**src/verilog/cpuPkg.sv**
```systemverilog
`default_nettype none

package cpuPkg;

	typedef logic [15:0] word_t;
	typedef logic [3:0] regIndex_t;
	typedef logic [4:0] flags_t;

	// PSR bit positions
	localparam int flagCarry = 0;
	localparam int flagLow = 1;
	localparam int flagFlag = 2; // Signed overflow
	localparam int flagZero = 3;
	localparam int flagNeg = 4;

	typedef enum logic [1:0] {
		stateFetch = 2'b00,
		stateDecode = 2'b01,
		stateExecute = 2'b10,
		stateWriteBack = 2'b11
	} state_t;

	typedef enum logic [3:0] {
		opRType = 4'b0000,
		opAndi = 4'b0001,
		opOri = 4'b0010,
		opXori = 4'b0011,
		opSpecial = 4'b0100, // LOAD, STOR, Jcond, JAL
		opAddi = 4'b0101,
		opLshi = 4'b1000,
		opSubi = 4'b1001,
		opCmpi = 4'b1011,
		opBcond = 4'b1100,
		opMovi = 4'b1101,
		opLui = 4'b1111
	} opcode_t;

	// Secondary code in bits 7:4, meaning depends on the major opcode
	typedef logic [3:0] extCode_t;
	localparam extCode_t extAnd = 4'b0001;
	localparam extCode_t extOr = 4'b0010;
	localparam extCode_t extXor = 4'b0011;
	localparam extCode_t extLsh = 4'b0100;
	localparam extCode_t extAdd = 4'b0101;
	localparam extCode_t extSub = 4'b1001;
	localparam extCode_t extCmp = 4'b1011;
	localparam extCode_t extMov = 4'b1101;
	localparam extCode_t extLoad = 4'b0000;
	localparam extCode_t extStor = 4'b0100;
	localparam extCode_t extJal = 4'b1000;
	localparam extCode_t extJcond = 4'b1100;

	typedef enum logic [3:0] {
		condEq, condNe, condCs, condCc,
		condHi, condLs, condGt, condLe,
		condFs, condFc, condLo, condHs,
		condLt, condGe, condUc, condNv
	} cond_t;

	typedef enum logic [2:0] {
		aluAdd, aluSub, aluAnd, aluOr, aluXor, aluMov, aluLsh, aluLui
	} aluOp_t;

	typedef enum logic [1:0] {
		immShift4, // Low nibble, sign extended
		immSigned8,
		immZero8,
		immUpper // Low byte moved to the upper half
	} immType_t;

	typedef enum logic [1:0] {
		wbAlu = 2'b00,
		wbMemory = 2'b01,
		wbReturn = 2'b10
	} wbSource_t;

endpackage

`default_nettype wire

```
**src/verilog/controlBus.sv**
```systemverilog
`timescale 1ns/1ps
`default_nettype none

interface controlBus;

	cpuPkg::word_t instruction; // IR contents
	cpuPkg::flags_t flags; // PSR
	logic fetch;
	logic irEn;
	logic pcEn;
	logic pcSet; // Take branch target instead of PC+1
	logic rfWe;
	logic psrEn;
	logic memWe;
	cpuPkg::wbSource_t wbSource;
	logic operandImm; // B operand from the immediate
	cpuPkg::immType_t immType;
	cpuPkg::aluOp_t aluOp;
	logic baseIsPc;

	modport fsm (
		input instruction, flags,
		output fetch, irEn, pcEn, pcSet, rfWe, psrEn, memWe,
		output wbSource, operandImm, immType, aluOp, baseIsPc
	);

	modport datapath (
		output instruction, flags,
		input fetch, irEn, pcEn, pcSet, rfWe, psrEn, memWe,
		input wbSource, operandImm, immType, aluOp, baseIsPc
	);

endinterface

`default_nettype wire

```
**src/verilog/alu.sv**
```systemverilog
`timescale 1ns/1ps
`default_nettype none

module alu (
	input cpuPkg::word_t a,
	input cpuPkg::word_t b,
	input cpuPkg::aluOp_t op,
	output cpuPkg::word_t result,
	output cpuPkg::flags_t flagsOut
);

	logic [16:0] sum;
	logic [16:0] diff;
	cpuPkg::word_t negAmount;
	cpuPkg::word_t shifted;

	assign sum = {1'b0, a} + {1'b0, b};
	assign diff = {1'b0, a} - {1'b0, b};

	// Negative amount shifts right
	assign negAmount = ~b + 16'd1;
	assign shifted = b[15] ? (a >> negAmount) : (a << b);

	always_comb begin
		unique case (op)
			cpuPkg::aluAdd: result = sum[15:0];
			cpuPkg::aluSub: result = diff[15:0];
			cpuPkg::aluAnd: result = a & b;
			cpuPkg::aluOr: result = a | b;
			cpuPkg::aluXor: result = a ^ b;
			cpuPkg::aluMov: result = b;
			cpuPkg::aluLsh: result = shifted;
			cpuPkg::aluLui: result = {b[15:8], a[7:0]}; // Keep low byte of dest
		endcase
	end

	always_comb begin
		flagsOut = '0;
		flagsOut[cpuPkg::flagLow] = b < a; // Unsigned compare
		flagsOut[cpuPkg::flagNeg] = $signed(b) < $signed(a);
		flagsOut[cpuPkg::flagZero] = a == b;
		if (op == cpuPkg::aluAdd) begin
			flagsOut[cpuPkg::flagCarry] = sum[16];
			flagsOut[cpuPkg::flagFlag] = (a[15] == b[15]) && (sum[15] != a[15]);
		end
		else if (op == cpuPkg::aluSub) begin
			flagsOut[cpuPkg::flagCarry] = diff[16]; // Borrow
			flagsOut[cpuPkg::flagFlag] = (a[15] != b[15]) && (diff[15] != a[15]);
		end
	end

endmodule

`default_nettype wire

```
**src/verilog/registerFile.sv**
```systemverilog
`timescale 1ns/1ps
`default_nettype none

module registerFile (
	input logic clock,
	input logic we,
	input cpuPkg::regIndex_t writeIndex,
	input cpuPkg::regIndex_t readIndexA,
	input cpuPkg::regIndex_t readIndexB,
	input cpuPkg::word_t writeData,
	output cpuPkg::word_t readDataA,
	output cpuPkg::word_t readDataB
);

	cpuPkg::word_t regs [0:15];

	always_ff @(posedge clock) begin
		if (we)
			regs[writeIndex] <= writeData;
	end

	assign readDataA = regs[readIndexA];
	assign readDataB = regs[readIndexB];

	// Index comes from the IR loaded two cycles earlier
	assert property (@(posedge clock) we |-> !$isunknown(writeIndex));

endmodule

`default_nettype wire

```
**src/verilog/controlFsm.sv**
```systemverilog
`timescale 1ns/1ps
`default_nettype none

module controlFsm (
	input logic clock,
	input logic reset,
	controlBus.fsm bus
);

	cpuPkg::state_t state;
	cpuPkg::state_t nextState;
	cpuPkg::opcode_t opcode;
	cpuPkg::extCode_t extCode;
	cpuPkg::cond_t cond;
	logic writesReg;
	logic setsFlags;
	logic isStore;
	logic isJump; // Jcond or Bcond
	logic isJal;
	logic condTrue;

	assign opcode = cpuPkg::opcode_t'(bus.instruction[15:12]);
	assign extCode = bus.instruction[7:4];
	assign cond = cpuPkg::cond_t'(bus.instruction[11:8]);

	always_ff @(posedge clock) begin
		if (!reset)
			state <= cpuPkg::stateFetch;
		else
			state <= nextState;
	end

	// Instruction decode, independent of state
	always_comb begin
		bus.aluOp = cpuPkg::aluMov;
		bus.operandImm = 1'b1;
		bus.immType = cpuPkg::immZero8;
		bus.wbSource = cpuPkg::wbAlu;
		bus.baseIsPc = 1'b0;
		writesReg = 1'b1;
		setsFlags = 1'b0;
		isStore = 1'b0;
		isJump = 1'b0;
		isJal = 1'b0;
		case (opcode)
			cpuPkg::opRType: begin
				bus.operandImm = 1'b0;
				case (extCode)
					cpuPkg::extAnd: bus.aluOp = cpuPkg::aluAnd;
					cpuPkg::extOr: bus.aluOp = cpuPkg::aluOr;
					cpuPkg::extXor: bus.aluOp = cpuPkg::aluXor;
					cpuPkg::extLsh: bus.aluOp = cpuPkg::aluLsh;
					cpuPkg::extMov: bus.aluOp = cpuPkg::aluMov;
					cpuPkg::extAdd: begin
						bus.aluOp = cpuPkg::aluAdd;
						setsFlags = 1'b1;
					end
					cpuPkg::extSub: begin
						bus.aluOp = cpuPkg::aluSub;
						setsFlags = 1'b1;
					end
					cpuPkg::extCmp: begin
						bus.aluOp = cpuPkg::aluSub;
						setsFlags = 1'b1;
						writesReg = 1'b0; // Flags only
					end
					default: writesReg = 1'b0;
				endcase
			end
			cpuPkg::opAndi: bus.aluOp = cpuPkg::aluAnd;
			cpuPkg::opOri: bus.aluOp = cpuPkg::aluOr;
			cpuPkg::opXori: bus.aluOp = cpuPkg::aluXor;
			cpuPkg::opMovi: bus.aluOp = cpuPkg::aluMov;
			cpuPkg::opAddi, cpuPkg::opSubi, cpuPkg::opCmpi: begin
				bus.aluOp = (opcode == cpuPkg::opAddi) ? cpuPkg::aluAdd : cpuPkg::aluSub;
				bus.immType = cpuPkg::immSigned8;
				setsFlags = 1'b1;
				writesReg = (opcode != cpuPkg::opCmpi);
			end
			cpuPkg::opLshi: begin
				bus.aluOp = cpuPkg::aluLsh;
				bus.immType = cpuPkg::immShift4;
			end
			cpuPkg::opLui: begin
				bus.aluOp = cpuPkg::aluLui;
				bus.immType = cpuPkg::immUpper;
			end
			cpuPkg::opBcond: begin
				bus.immType = cpuPkg::immSigned8; // Displacement
				bus.baseIsPc = 1'b1;
				isJump = 1'b1;
				writesReg = 1'b0;
			end
			cpuPkg::opSpecial: begin
				writesReg = 1'b0;
				case (extCode)
					cpuPkg::extLoad: begin
						bus.wbSource = cpuPkg::wbMemory;
						writesReg = 1'b1;
					end
					cpuPkg::extStor: isStore = 1'b1;
					cpuPkg::extJal: begin
						bus.wbSource = cpuPkg::wbReturn; // Link gets PC+1
						writesReg = 1'b1;
						isJal = 1'b1;
					end
					cpuPkg::extJcond: isJump = 1'b1;
					default: ;
				endcase
			end
			default: writesReg = 1'b0; // Unused opcodes act as NOP
		endcase
	end

	always_comb begin
		unique case (cond)
			cpuPkg::condEq: condTrue = bus.flags[cpuPkg::flagZero];
			cpuPkg::condNe: condTrue = !bus.flags[cpuPkg::flagZero];
			cpuPkg::condCs: condTrue = bus.flags[cpuPkg::flagCarry];
			cpuPkg::condCc: condTrue = !bus.flags[cpuPkg::flagCarry];
			cpuPkg::condHi: condTrue = bus.flags[cpuPkg::flagLow];
			cpuPkg::condLs: condTrue = !bus.flags[cpuPkg::flagLow];
			cpuPkg::condGt: condTrue = bus.flags[cpuPkg::flagNeg];
			cpuPkg::condLe: condTrue = !bus.flags[cpuPkg::flagNeg];
			cpuPkg::condFs: condTrue = bus.flags[cpuPkg::flagFlag];
			cpuPkg::condFc: condTrue = !bus.flags[cpuPkg::flagFlag];
			cpuPkg::condLo: condTrue = !bus.flags[cpuPkg::flagLow] && !bus.flags[cpuPkg::flagZero];
			cpuPkg::condHs: condTrue = bus.flags[cpuPkg::flagLow] || bus.flags[cpuPkg::flagZero];
			cpuPkg::condLt: condTrue = !bus.flags[cpuPkg::flagNeg] && !bus.flags[cpuPkg::flagZero];
			cpuPkg::condGe: condTrue = bus.flags[cpuPkg::flagNeg] || bus.flags[cpuPkg::flagZero];
			cpuPkg::condUc: condTrue = 1'b1;
			cpuPkg::condNv: condTrue = 1'b0;
		endcase
	end

	// Enables by state
	always_comb begin
		bus.fetch = 1'b0;
		bus.irEn = 1'b0;
		bus.pcEn = 1'b0;
		bus.pcSet = 1'b0;
		bus.rfWe = 1'b0;
		bus.psrEn = 1'b0;
		bus.memWe = 1'b0;
		nextState = cpuPkg::stateFetch;
		unique case (state)
			cpuPkg::stateFetch: begin
				bus.fetch = 1'b1;
				nextState = cpuPkg::stateDecode;
			end
			cpuPkg::stateDecode: begin
				bus.irEn = 1'b1; // Read data arrives this cycle
				nextState = cpuPkg::stateExecute;
			end
			cpuPkg::stateExecute: begin
				bus.psrEn = setsFlags;
				bus.memWe = isStore;
				nextState = cpuPkg::stateWriteBack;
			end
			cpuPkg::stateWriteBack: begin
				bus.rfWe = writesReg;
				bus.pcEn = 1'b1;
				bus.pcSet = isJal || (isJump && condTrue);
			end
		endcase
	end

	assert property (@(posedge clock) disable iff (!reset)
		bus.memWe |-> state == cpuPkg::stateExecute);

	assert property (@(posedge clock) disable iff (!reset)
		!(bus.rfWe && bus.memWe));

	// Every instruction ends in exactly four cycles
	assert property (@(posedge clock) disable iff (!reset)
		state == cpuPkg::stateWriteBack |=> state == cpuPkg::stateFetch);

endmodule

`default_nettype wire

```
**src/verilog/datapath.sv**
```systemverilog
`timescale 1ns/1ps
`default_nettype none

module datapath (
	input logic clock,
	input logic reset,
	controlBus.datapath bus,
	input cpuPkg::word_t memReadData,
	output cpuPkg::word_t memAddr,
	output cpuPkg::word_t memWriteData,
	output logic memWe,
	output logic fetchStrobe
);

	cpuPkg::word_t pc;
	cpuPkg::word_t pcPlusOne;
	cpuPkg::word_t ir;
	cpuPkg::flags_t psr;
	cpuPkg::regIndex_t destIndex;
	cpuPkg::regIndex_t srcIndex;
	cpuPkg::word_t destData;
	cpuPkg::word_t srcData;
	cpuPkg::word_t immValue;
	cpuPkg::word_t operandB;
	cpuPkg::word_t aluResult;
	cpuPkg::flags_t aluFlags;
	cpuPkg::word_t writeData;
	cpuPkg::word_t branchTarget;

	assign destIndex = ir[11:8];
	assign srcIndex = ir[3:0]; // Also address and jump target register

	assign pcPlusOne = pc + 16'd1;
	assign branchTarget = bus.baseIsPc ? pc + immValue : srcData;

	always_ff @(posedge clock) begin
		if (!reset)
			pc <= '0;
		else if (bus.pcEn)
			pc <= bus.pcSet ? branchTarget : pcPlusOne;
	end

	always_ff @(posedge clock) begin
		if (bus.irEn)
			ir <= memReadData;
	end

	always_ff @(posedge clock) begin
		if (!reset)
			psr <= '0;
		else if (bus.psrEn)
			psr <= aluFlags;
	end

	always_comb begin
		unique case (bus.immType)
			cpuPkg::immShift4: immValue = {{12{ir[3]}}, ir[3:0]};
			cpuPkg::immSigned8: immValue = {{8{ir[7]}}, ir[7:0]};
			cpuPkg::immZero8: immValue = {8'h00, ir[7:0]};
			cpuPkg::immUpper: immValue = {ir[7:0], 8'h00};
		endcase
	end

	assign operandB = bus.operandImm ? immValue : srcData;

	always_comb begin
		case (bus.wbSource)
			cpuPkg::wbMemory: writeData = memReadData; // LOAD data from execute address
			cpuPkg::wbReturn: writeData = pcPlusOne;
			default: writeData = aluResult;
		endcase
	end

	alu alu_inst (
		.a(destData),
		.b(operandB),
		.op(bus.aluOp),
		.result(aluResult),
		.flagsOut(aluFlags)
	);

	registerFile registerFile_inst (
		.clock(clock),
		.we(bus.rfWe),
		.writeIndex(destIndex),
		.readIndexA(srcIndex),
		.readIndexB(destIndex),
		.writeData(writeData),
		.readDataA(srcData),
		.readDataB(destData)
	);

	assign bus.instruction = ir;
	assign bus.flags = psr;

	assign memAddr = bus.fetch ? pc : srcData;
	assign memWriteData = destData; // STOR source sits in the dest field
	assign memWe = bus.memWe;
	assign fetchStrobe = bus.fetch;

endmodule

`default_nettype wire

```
**src/verilog/cpuTop.sv**
```systemverilog
`timescale 1ns/1ps
`default_nettype none

module cpuTop (
	input logic clock,
	input logic reset,
	input cpuPkg::word_t memReadData,
	output cpuPkg::word_t memAddr,
	output cpuPkg::word_t memWriteData,
	output logic memWe,
	output logic fetchStrobe
);

	controlBus bus ();

	controlFsm controlFsm_inst (
		.clock(clock),
		.reset(reset),
		.bus(bus)
	);

	// Memory is one synchronous-read port outside the core
	datapath datapath_inst (
		.clock(clock),
		.reset(reset),
		.bus(bus),
		.memReadData(memReadData),
		.memAddr(memAddr),
		.memWriteData(memWriteData),
		.memWe(memWe),
		.fetchStrobe(fetchStrobe)
	);

endmodule

`default_nettype wire

```
**config.mk**
```make
export PLATFORM = sky130hd
export DESIGN_NAME = cpuTop
export DESIGN_NICKNAME = d
export VERILOG_FILES = /design/src/verilog/cpuPkg.sv /design/src/verilog/controlBus.sv /design/src/verilog/alu.sv /design/src/verilog/registerFile.sv /design/src/verilog/controlFsm.sv /design/src/verilog/datapath.sv /design/src/verilog/cpuTop.sv
export SDC_FILE = /design/constraint.sdc
export NUM_CORES = 1
export LEC_CHECK = 0
export BUFFER_PORTS_ARGS = -buffer_cell sky130_fd_sc_hd__buf_2
export CAP_MARGIN = 10
export CELL_PAD_IN_SITES_DETAIL_PLACEMENT = 1
export CELL_PAD_IN_SITES_GLOBAL_PLACEMENT = 1
export CORE_UTILIZATION = 54
export CTS_BUF_LIST = sky130_fd_sc_hd__clkbuf_8
export CTS_CLUSTER_DIAMETER = 40
export CTS_CLUSTER_SIZE = 20
export DETAILED_ROUTE_END_ITERATION = 6
export HOLD_SLACK_MARGIN = 0.06
export PLACE_DENSITY_LB_ADDON = 0.2
export SYNTH_ARGS = -nofsm -noshare
export SYNTH_HDL_FRONTEND = slang
export SYNTH_SLANG_ARGS = --single-unit
```
**constraint.sdc**
```tcl
create_clock -name clock -period 7 [get_ports clock]
set_clock_uncertainty 0.1 [all_clocks]
set_input_delay 1.05 -clock clock [delete_from_list [all_inputs] [get_ports clock]]
set_output_delay 1.05 -clock clock [all_outputs]
set_load 0.01 [all_outputs]
```
==> metrics.txt, run 1 <==
share of cells above drive strength 1 23.2%; overall power a little under 10 mW; RePlAce Congestion 1.02; Die Width roughly 200 um; Worst-Margin Slew 1.10 ns; most used cell, CP mux4_2; final setup violation count 0; Critical Path AT between 7 and 8 ns; Post-synth EDFFs 272; RSZ-0062 raised after global routing false; GRT Total Usage 41.7%; num rows 71; Util after Layout 60.6%; worst min path class reg -> reg; Clock transition at path regs 0.09 ns; Critical Path Source Type register; Area Overhead vs Synth 9.40%; Fin Setup TNS 0 ns; GRT overflow 0; Worst Path Required between 7 and 8 ns; highest-delay cell along the critical path dfxtp_4; worst path bufs/invs 1; critical path class reg -> reg; CTS max path bufs 3; Routed WL per cell 33.5 um; total CTS buffers 43; via count around 17,000; DP HPWL about 57,000 um; number of buffers added on ports between 50 and 60; P_leak 8.27 nW; share of the synthesized area in the top cell type approximately two fifths; Seq/Total Area, Yosys 41.9%; Net count, final about 2,000; syn nets approximately 2,000; Synth Instances 1,830; die height 199 um; mapped cell area 21,000 sq um; max incr delay on CP around 0.8 ns; clock sinks between 300 and 400; Top FF cell, synth edfxtp_1; largest net degree at the start of global routing 42; fmax 0.149 GHz; Max H-tree Level 2; Setup Fix Bufs, Post-CTS 0; max-cap viol count 0; min Tclk post-route 6.73 ns; #FFs+latches synth 303; Rel. slew slack a little over a quarter; worst-skew pair later-pin latency around 0.66 ns; top post-synthesis cells by area edfxtp_1 (39%), mux4_2 (16%), ha_1 (5.6%); pwr/cell area 428 nW/um^2; cts hold-fix bufs 0; final worst path period share 96.2%; CP top delay family compound AO/OA/AOI/OAI gates; CP endpoint kind register; Yosys cell types 94; initial cell density of the core 55.4%; clk root buf clkbuf_8; # DRC 0; CTS tree built; status complete, no violations; antenna-violating nets left 0; vias in the first global route 17,500; Die ar. 39,700 sq um; Max rail drop VDD 0.275 mV; Core Box Area 37,900 sq um; I/O pin count 52; Worst Path Max Fanout 33; post-synth top area cell edfxtp_1; antenna violations before repair 1; async set-reset flop share out of synthesis 0%; TritonRoute pass-1 iters 6; initial detailed-routing violation count 2,009; Fin. Hold Viols 0; final WL 81,200 um; Mapped Avg Cell Area between 10 and 15 sq um; Via-to-Cell Ratio ~7.2; number of synthesis warnings 0; first-pass GRT wire length about 120,000 um; max-slew violations 0; CP Cell Sequence mux4_2 -> mux4_2 -> and2_1 -> nor2_1 -> ha_1 -> o21bai_1 -> a21oi_1 -> a2111oi_1 -> o31ai_1 -> a31oi_1 -> a22oi_1 -> o21ai_0 -> a2111oi_0 -> nor3_1 -> buf_4
[per-stage QoR]
step	instance area [sq um]	worst slack [ns]	cells	hold WS (ns)
finish	23000	0.268	2419	0.474
global route	23000	0.0558	2418	0.499
CTS	23000	0.357	2418	0.471
detailed placement	22000	0.422	2339	0.459
global placement	22000	0.766	2338	0.452
floorplan	21000	1.05	1830	0.392
[per-layer routing]
layer / up-vias / GRT usage [%] / part of all wire (%)
li1: 7193 / - / -
met1: 8823 / 54.3 / 37
met2: 1139 / 64.3 / 46
met3: 294 / 8.37 / 11
met4: 0 / 25.5 / 6.4
met5: - / 0 / 0
[worst paths after layout]
| path | startpoint | endpoint | slack, ns | cells past startpoint |
|---|---|---|---|---|
| worst min-delay path | datapath_inst.pc[3] | datapath_inst.pc[3] | 0.47 | 2 |
| worst min register to register | datapath_inst.pc[3] | datapath_inst.pc[3] | 0.47 | 2 |
| worst max register to register | register | datapath_inst.registerFile_inst.regs[10][13] | 0.27 | 15 |
| worst max-delay path | register | datapath_inst.registerFile_inst.regs[10][13] | 0.27 | 15 |
[cells in the mapped netlist (all sizes together), types with 9 or more instances]
cell and number:
mux4 151, nor4 12, nor3 45, buf 43, nand2 151, ha 94
a22oi 13, a211oi 12, o21a 11, nand2b 15, o21ai 108, nand3 51
nor2 130, dfxtp 31, clkbuf 86, and3 20, o211ai 33, a21o 13
a31oi 26, a221oi 18, xnor2 39, a21boi 9, mux2 28, xor2 11
inv 67, o21bai 17, nor2b 18, and2 15, o31ai 10, mux2i 65
a21oi 99, edfxtp 272
[report_power, final]
group / switching (mW) / internal [mW] / total, mW
Clock: 0.833 / 0.741 / 1.57
Sequential: 0.233 / 2.42 / 2.65
Combinational: 3.62 / 2.00 / 5.62
Total: 4.68 / 5.16 / 9.84
[final cells by class]
class                           count  area (sq um)
Antenna cell                        1          2.50
Fill cell                        3931         15000
Clock inverter                     33           327
Sequential cell                   303          8800
Inverter                           68           255
Clock buffer                       46           633
Tap cell                          511           639
Multi-Input combinational cell   1330         11500
Timing Repair Buffer              127           842
[timing repair]
action                                  in CTS  in global routing
endpoints found under the hold margin        0                  0
endpoints found under the setup margin       0                 16
resized for setup                            0                  1
[cells in the final DEF, fill, tap and decap left out, types with 10 or more instances in the layout]
master,netlist,routed
a211oi_1,12,12
o211ai_1,32,32
o21bai_1,17,17
nor2_2,0,16
nand2b_1,15,15
ha_1,94,94
a22oi_1,13,13
nor3_1,42,42
nor2_1,130,114
nand2_1,151,151
o31ai_1,10,10
and3_1,20,20
o21a_1,10,10
buf_2,21,51
mux2i_1,64,63
a221oi_1,18,18
a21o_1,13,13
dfxtp_1,31,25
clkbuf_8,0,46
xnor2_1,39,38
buf_4,0,74
nor4_1,11,10
nor2b_1,18,18
o21ai_0,99,99
a21oi_1,98,98
inv_1,63,69
xor2_1,11,11
mux2_2,27,27
nand3_1,50,50
a31oi_1,26,26
edfxtp_1,272,272
and2_1,15,15
mux4_2,151,151
[registers in the layout, indices dropped and copies added (netlist names), named ones only]
name                                  flops
datapath_inst.bus.flags                   5
datapath_inst.pc                         16
controlFsm_inst.state                     2
datapath_inst.bus.instruction            16
datapath_inst.registerFile_inst.regs    256
[tightest hold or removal path, cell delays in order (launching register included)]
cell	delay (ns)
dfxtp_1	0.37
nand2_1	0.08
a21boi_0	0.07
[logic make-up after synthesis]
group	count (synthesis)	synth area share (%)
compound gates	428	13.4
xor+xnor	50	2.09
fa+ha+maj	97	5.89
buf+inv	197	3.90
flops	303	41.9
mux	244	20.9
simple gates	511	12.0
No activity file was read; power rests on OpenSTA's default activity.
==> inputs of run 2 (changes only) <==
==> constraint.sdc (replaced) <==
create_clock -name clock -period 6.6 [get_ports clock]
set_clock_uncertainty 0.1 [all_clocks]
set_input_delay 0.99 -clock clock [delete_from_list [all_inputs] [get_ports clock]]
set_output_delay 0.99 -clock clock [all_outputs]
set_load 0.01 [all_outputs]
==> run 2 against run 1 <==
  * Register-to-register slack got worse by 0.05 ns
  * Combinational power increased by 6.8%
  * Global-route usage increased by 1.7 points
  * Non-clock buffer count increased by 4
  * Clock power increased by 13%
  * Largest cell class unchanged
  * Critical path depth unchanged
==> metrics.txt, run 2 (same netlist as run 1, synthesis figures left out) <==
clock sinks 303; critical path class reg -> reg; number of buffers added on ports 51; first-pass GRT wire length 122,000 um; fmax 0.157 GHz; overall power between 10 and 15 mW; total CTS buffers 44; Fin. Hold Viols 0; Fin Setup TNS 0 ns; status complete, no violations; worst min path class in -> reg; final WL between 80,000 and 90,000 um; pwr/cell area 459 nW/um^2; Fillers 3,917; antenna violations before repair 4; Max H-tree Level 2; die height roughly 200 um; P_leak a little over 8 nW; num rows between 70 and 80; Final WS setup 0.220 ns; worst path bufs/invs 3; Via-to-Cell Ratio 7.31; initial detailed-routing violation count 2,139; TritonRoute pass-1 iters 5; DP Worst Slack 0.105 ns; CP endpoint kind register; CP top delay family compound AO/OA/AOI/OAI gates; most frequent cells in the layout edfxtp_1 (272), mux4_2 (151), nand2_1 (151), nor2_1 (114), o21ai_0 (99); max reg flops 256; initial cell density of the core between 50% and 60%; Critical Path AT 6.76 ns; I/O pin count 52; DP HPWL 57,100 um; Worst Path Required between 6 and 7 ns; Worst Path Max Fanout 25; area of the multi-input gates 11,500 sq um; share of cells above drive strength 1 between 20% and 30%; register area 8800 sq um; cts hold-fix bufs 0; antenna-violating nets left 0; CP Cell Sequence buf_4 -> mux4_2 -> mux4_2 -> mux2i_1 -> inv_1 -> ha_1 -> a21oi_1 -> a2111oi_1 -> o31ai_1 -> a31oi_1 -> a22oi_1 -> o21ai_0 -> a2111oi_0 -> nor3_1 -> buf_4; GRT overflow 0; RSZ-0062 raised after global routing false; CTS max path bufs 3; final setup violation count 0; Critical Path Source Type register; RePlAce Congestion 1.02; CTS tree built; GRT Total Usage 43.4%; Die ar. between 30,000 and 40,000 sq um; via count 17,700; Worst-Margin Slew 1.08 ns; final worst path period share 96.7%; max-cap viol count 0; Routed WL per cell 34.9 um; Rel. slew slack 27.4%; Net count, final 1,993; Core Box Area 37,900 sq um; largest net degree at the start of global routing 43; max incr delay on CP 0.61 ns; Area Overhead vs Synth 9.78%; Most flops, register datapath_inst.registerFile_inst.regs; # DRC 0; commonest non-fill, non-tap cell in the layout edfxtp_1; Die Width approximately 200 um; min Tclk post-route around 6.4 ns; worst-skew pair later-pin latency about 0.67 ns; Clock transition at path regs around 0.080 ns; highest-delay cell along the critical path a2111oi_1; Max rail drop VDD 0.308 mV; max-slew violations 0; clk root buf clkbuf_8; vias in the first global route 17,800
run 2: cell count changes in the layout (fill, tap and decap cells not counted), sizes merged:
cell	previous run	this run
buf	127	131
bufinv	2	3
clkbuf	46	45
clkinv	12	17
inv	84	82
run 2: path summary, 6_finish.rpt:
kind | cells past startpoint | slack, ns | start | endpoint
min reg2reg | 2 | 0.48 | datapath_inst.pc[7] | datapath_inst.pc[7]
max reg2reg | 15 | 0.22 | register | datapath_inst.registerFile_inst.regs[6][13]
min | 1 | 0.47 | memReadData[14] | datapath_inst.bus.instruction[14]
max | 15 | 0.22 | register | datapath_inst.registerFile_inst.regs[6][13]
run 2: metrics by stage:
stage	cells	util (%)	hold WS, ns	cell area, sq um
after detailed placement	2342	58.0	0.461	22000
after global placement	2342	58.0	0.453	22000
after global routing	2425	60.8	0.453	23000
final	2426	60.8	0.466	23100
after CTS	2424	60.7	0.441	23000
after floorplan	1830	-	0.392	21000
run 2: area by class of cell:
type / instances / share of cell area, %
antenna: 1 / 0.0109
clock buffer: 45 / 2.69
multi-input combinational: 1330 / 49.8
clock inverter: 37 / 1.70
inverter: 68 / 1.11
sequential: 303 / 38.2
timing repair buffer: 131 / 3.77
tap: 511 / 2.77
run 2: metal layers:
metal	track usage (%)	part of all wire [%]	vias to the layer above	routed length, um
li1	-	-	7222	-
met1	55.6	37	8948	31100
met2	67.3	45	1227	38400
met3	8.12	10	338	8760
met4	29.2	7.6	2	6470
met5	0	0.015	-	13
run 2: worst register-to-register path: stages, from the launching register on:
cell       delay [ns]
dfxtp_4          0.59
buf_4            0.47
mux4_2           0.42
mux4_2           0.57
mux2i_1          0.48
inv_1            0.17
ha_1             0.50
a21oi_1          0.11
a2111oi_1        0.61
o31ai_1          0.25
a31oi_1          0.46
a22oi_1          0.12
o21ai_0          0.41
a2111oi_0        0.15
nor3_1           0.50
buf_4            0.32
run 2: power by group:
| part | internal, mW | leakage [nW] | switching, mW |
|---|---|---|---|
| logic | 2.14 | 5.05 | 3.87 |
| registers | 2.56 | 2.74 | 0.242 |
| clock network | 0.824 | 0.517 | 0.947 |
run 2: timing repair:
item                                    CTS  global route
resized for setup                         0             2
setup buffers                             0             1
endpoints found under the setup margin    0            32
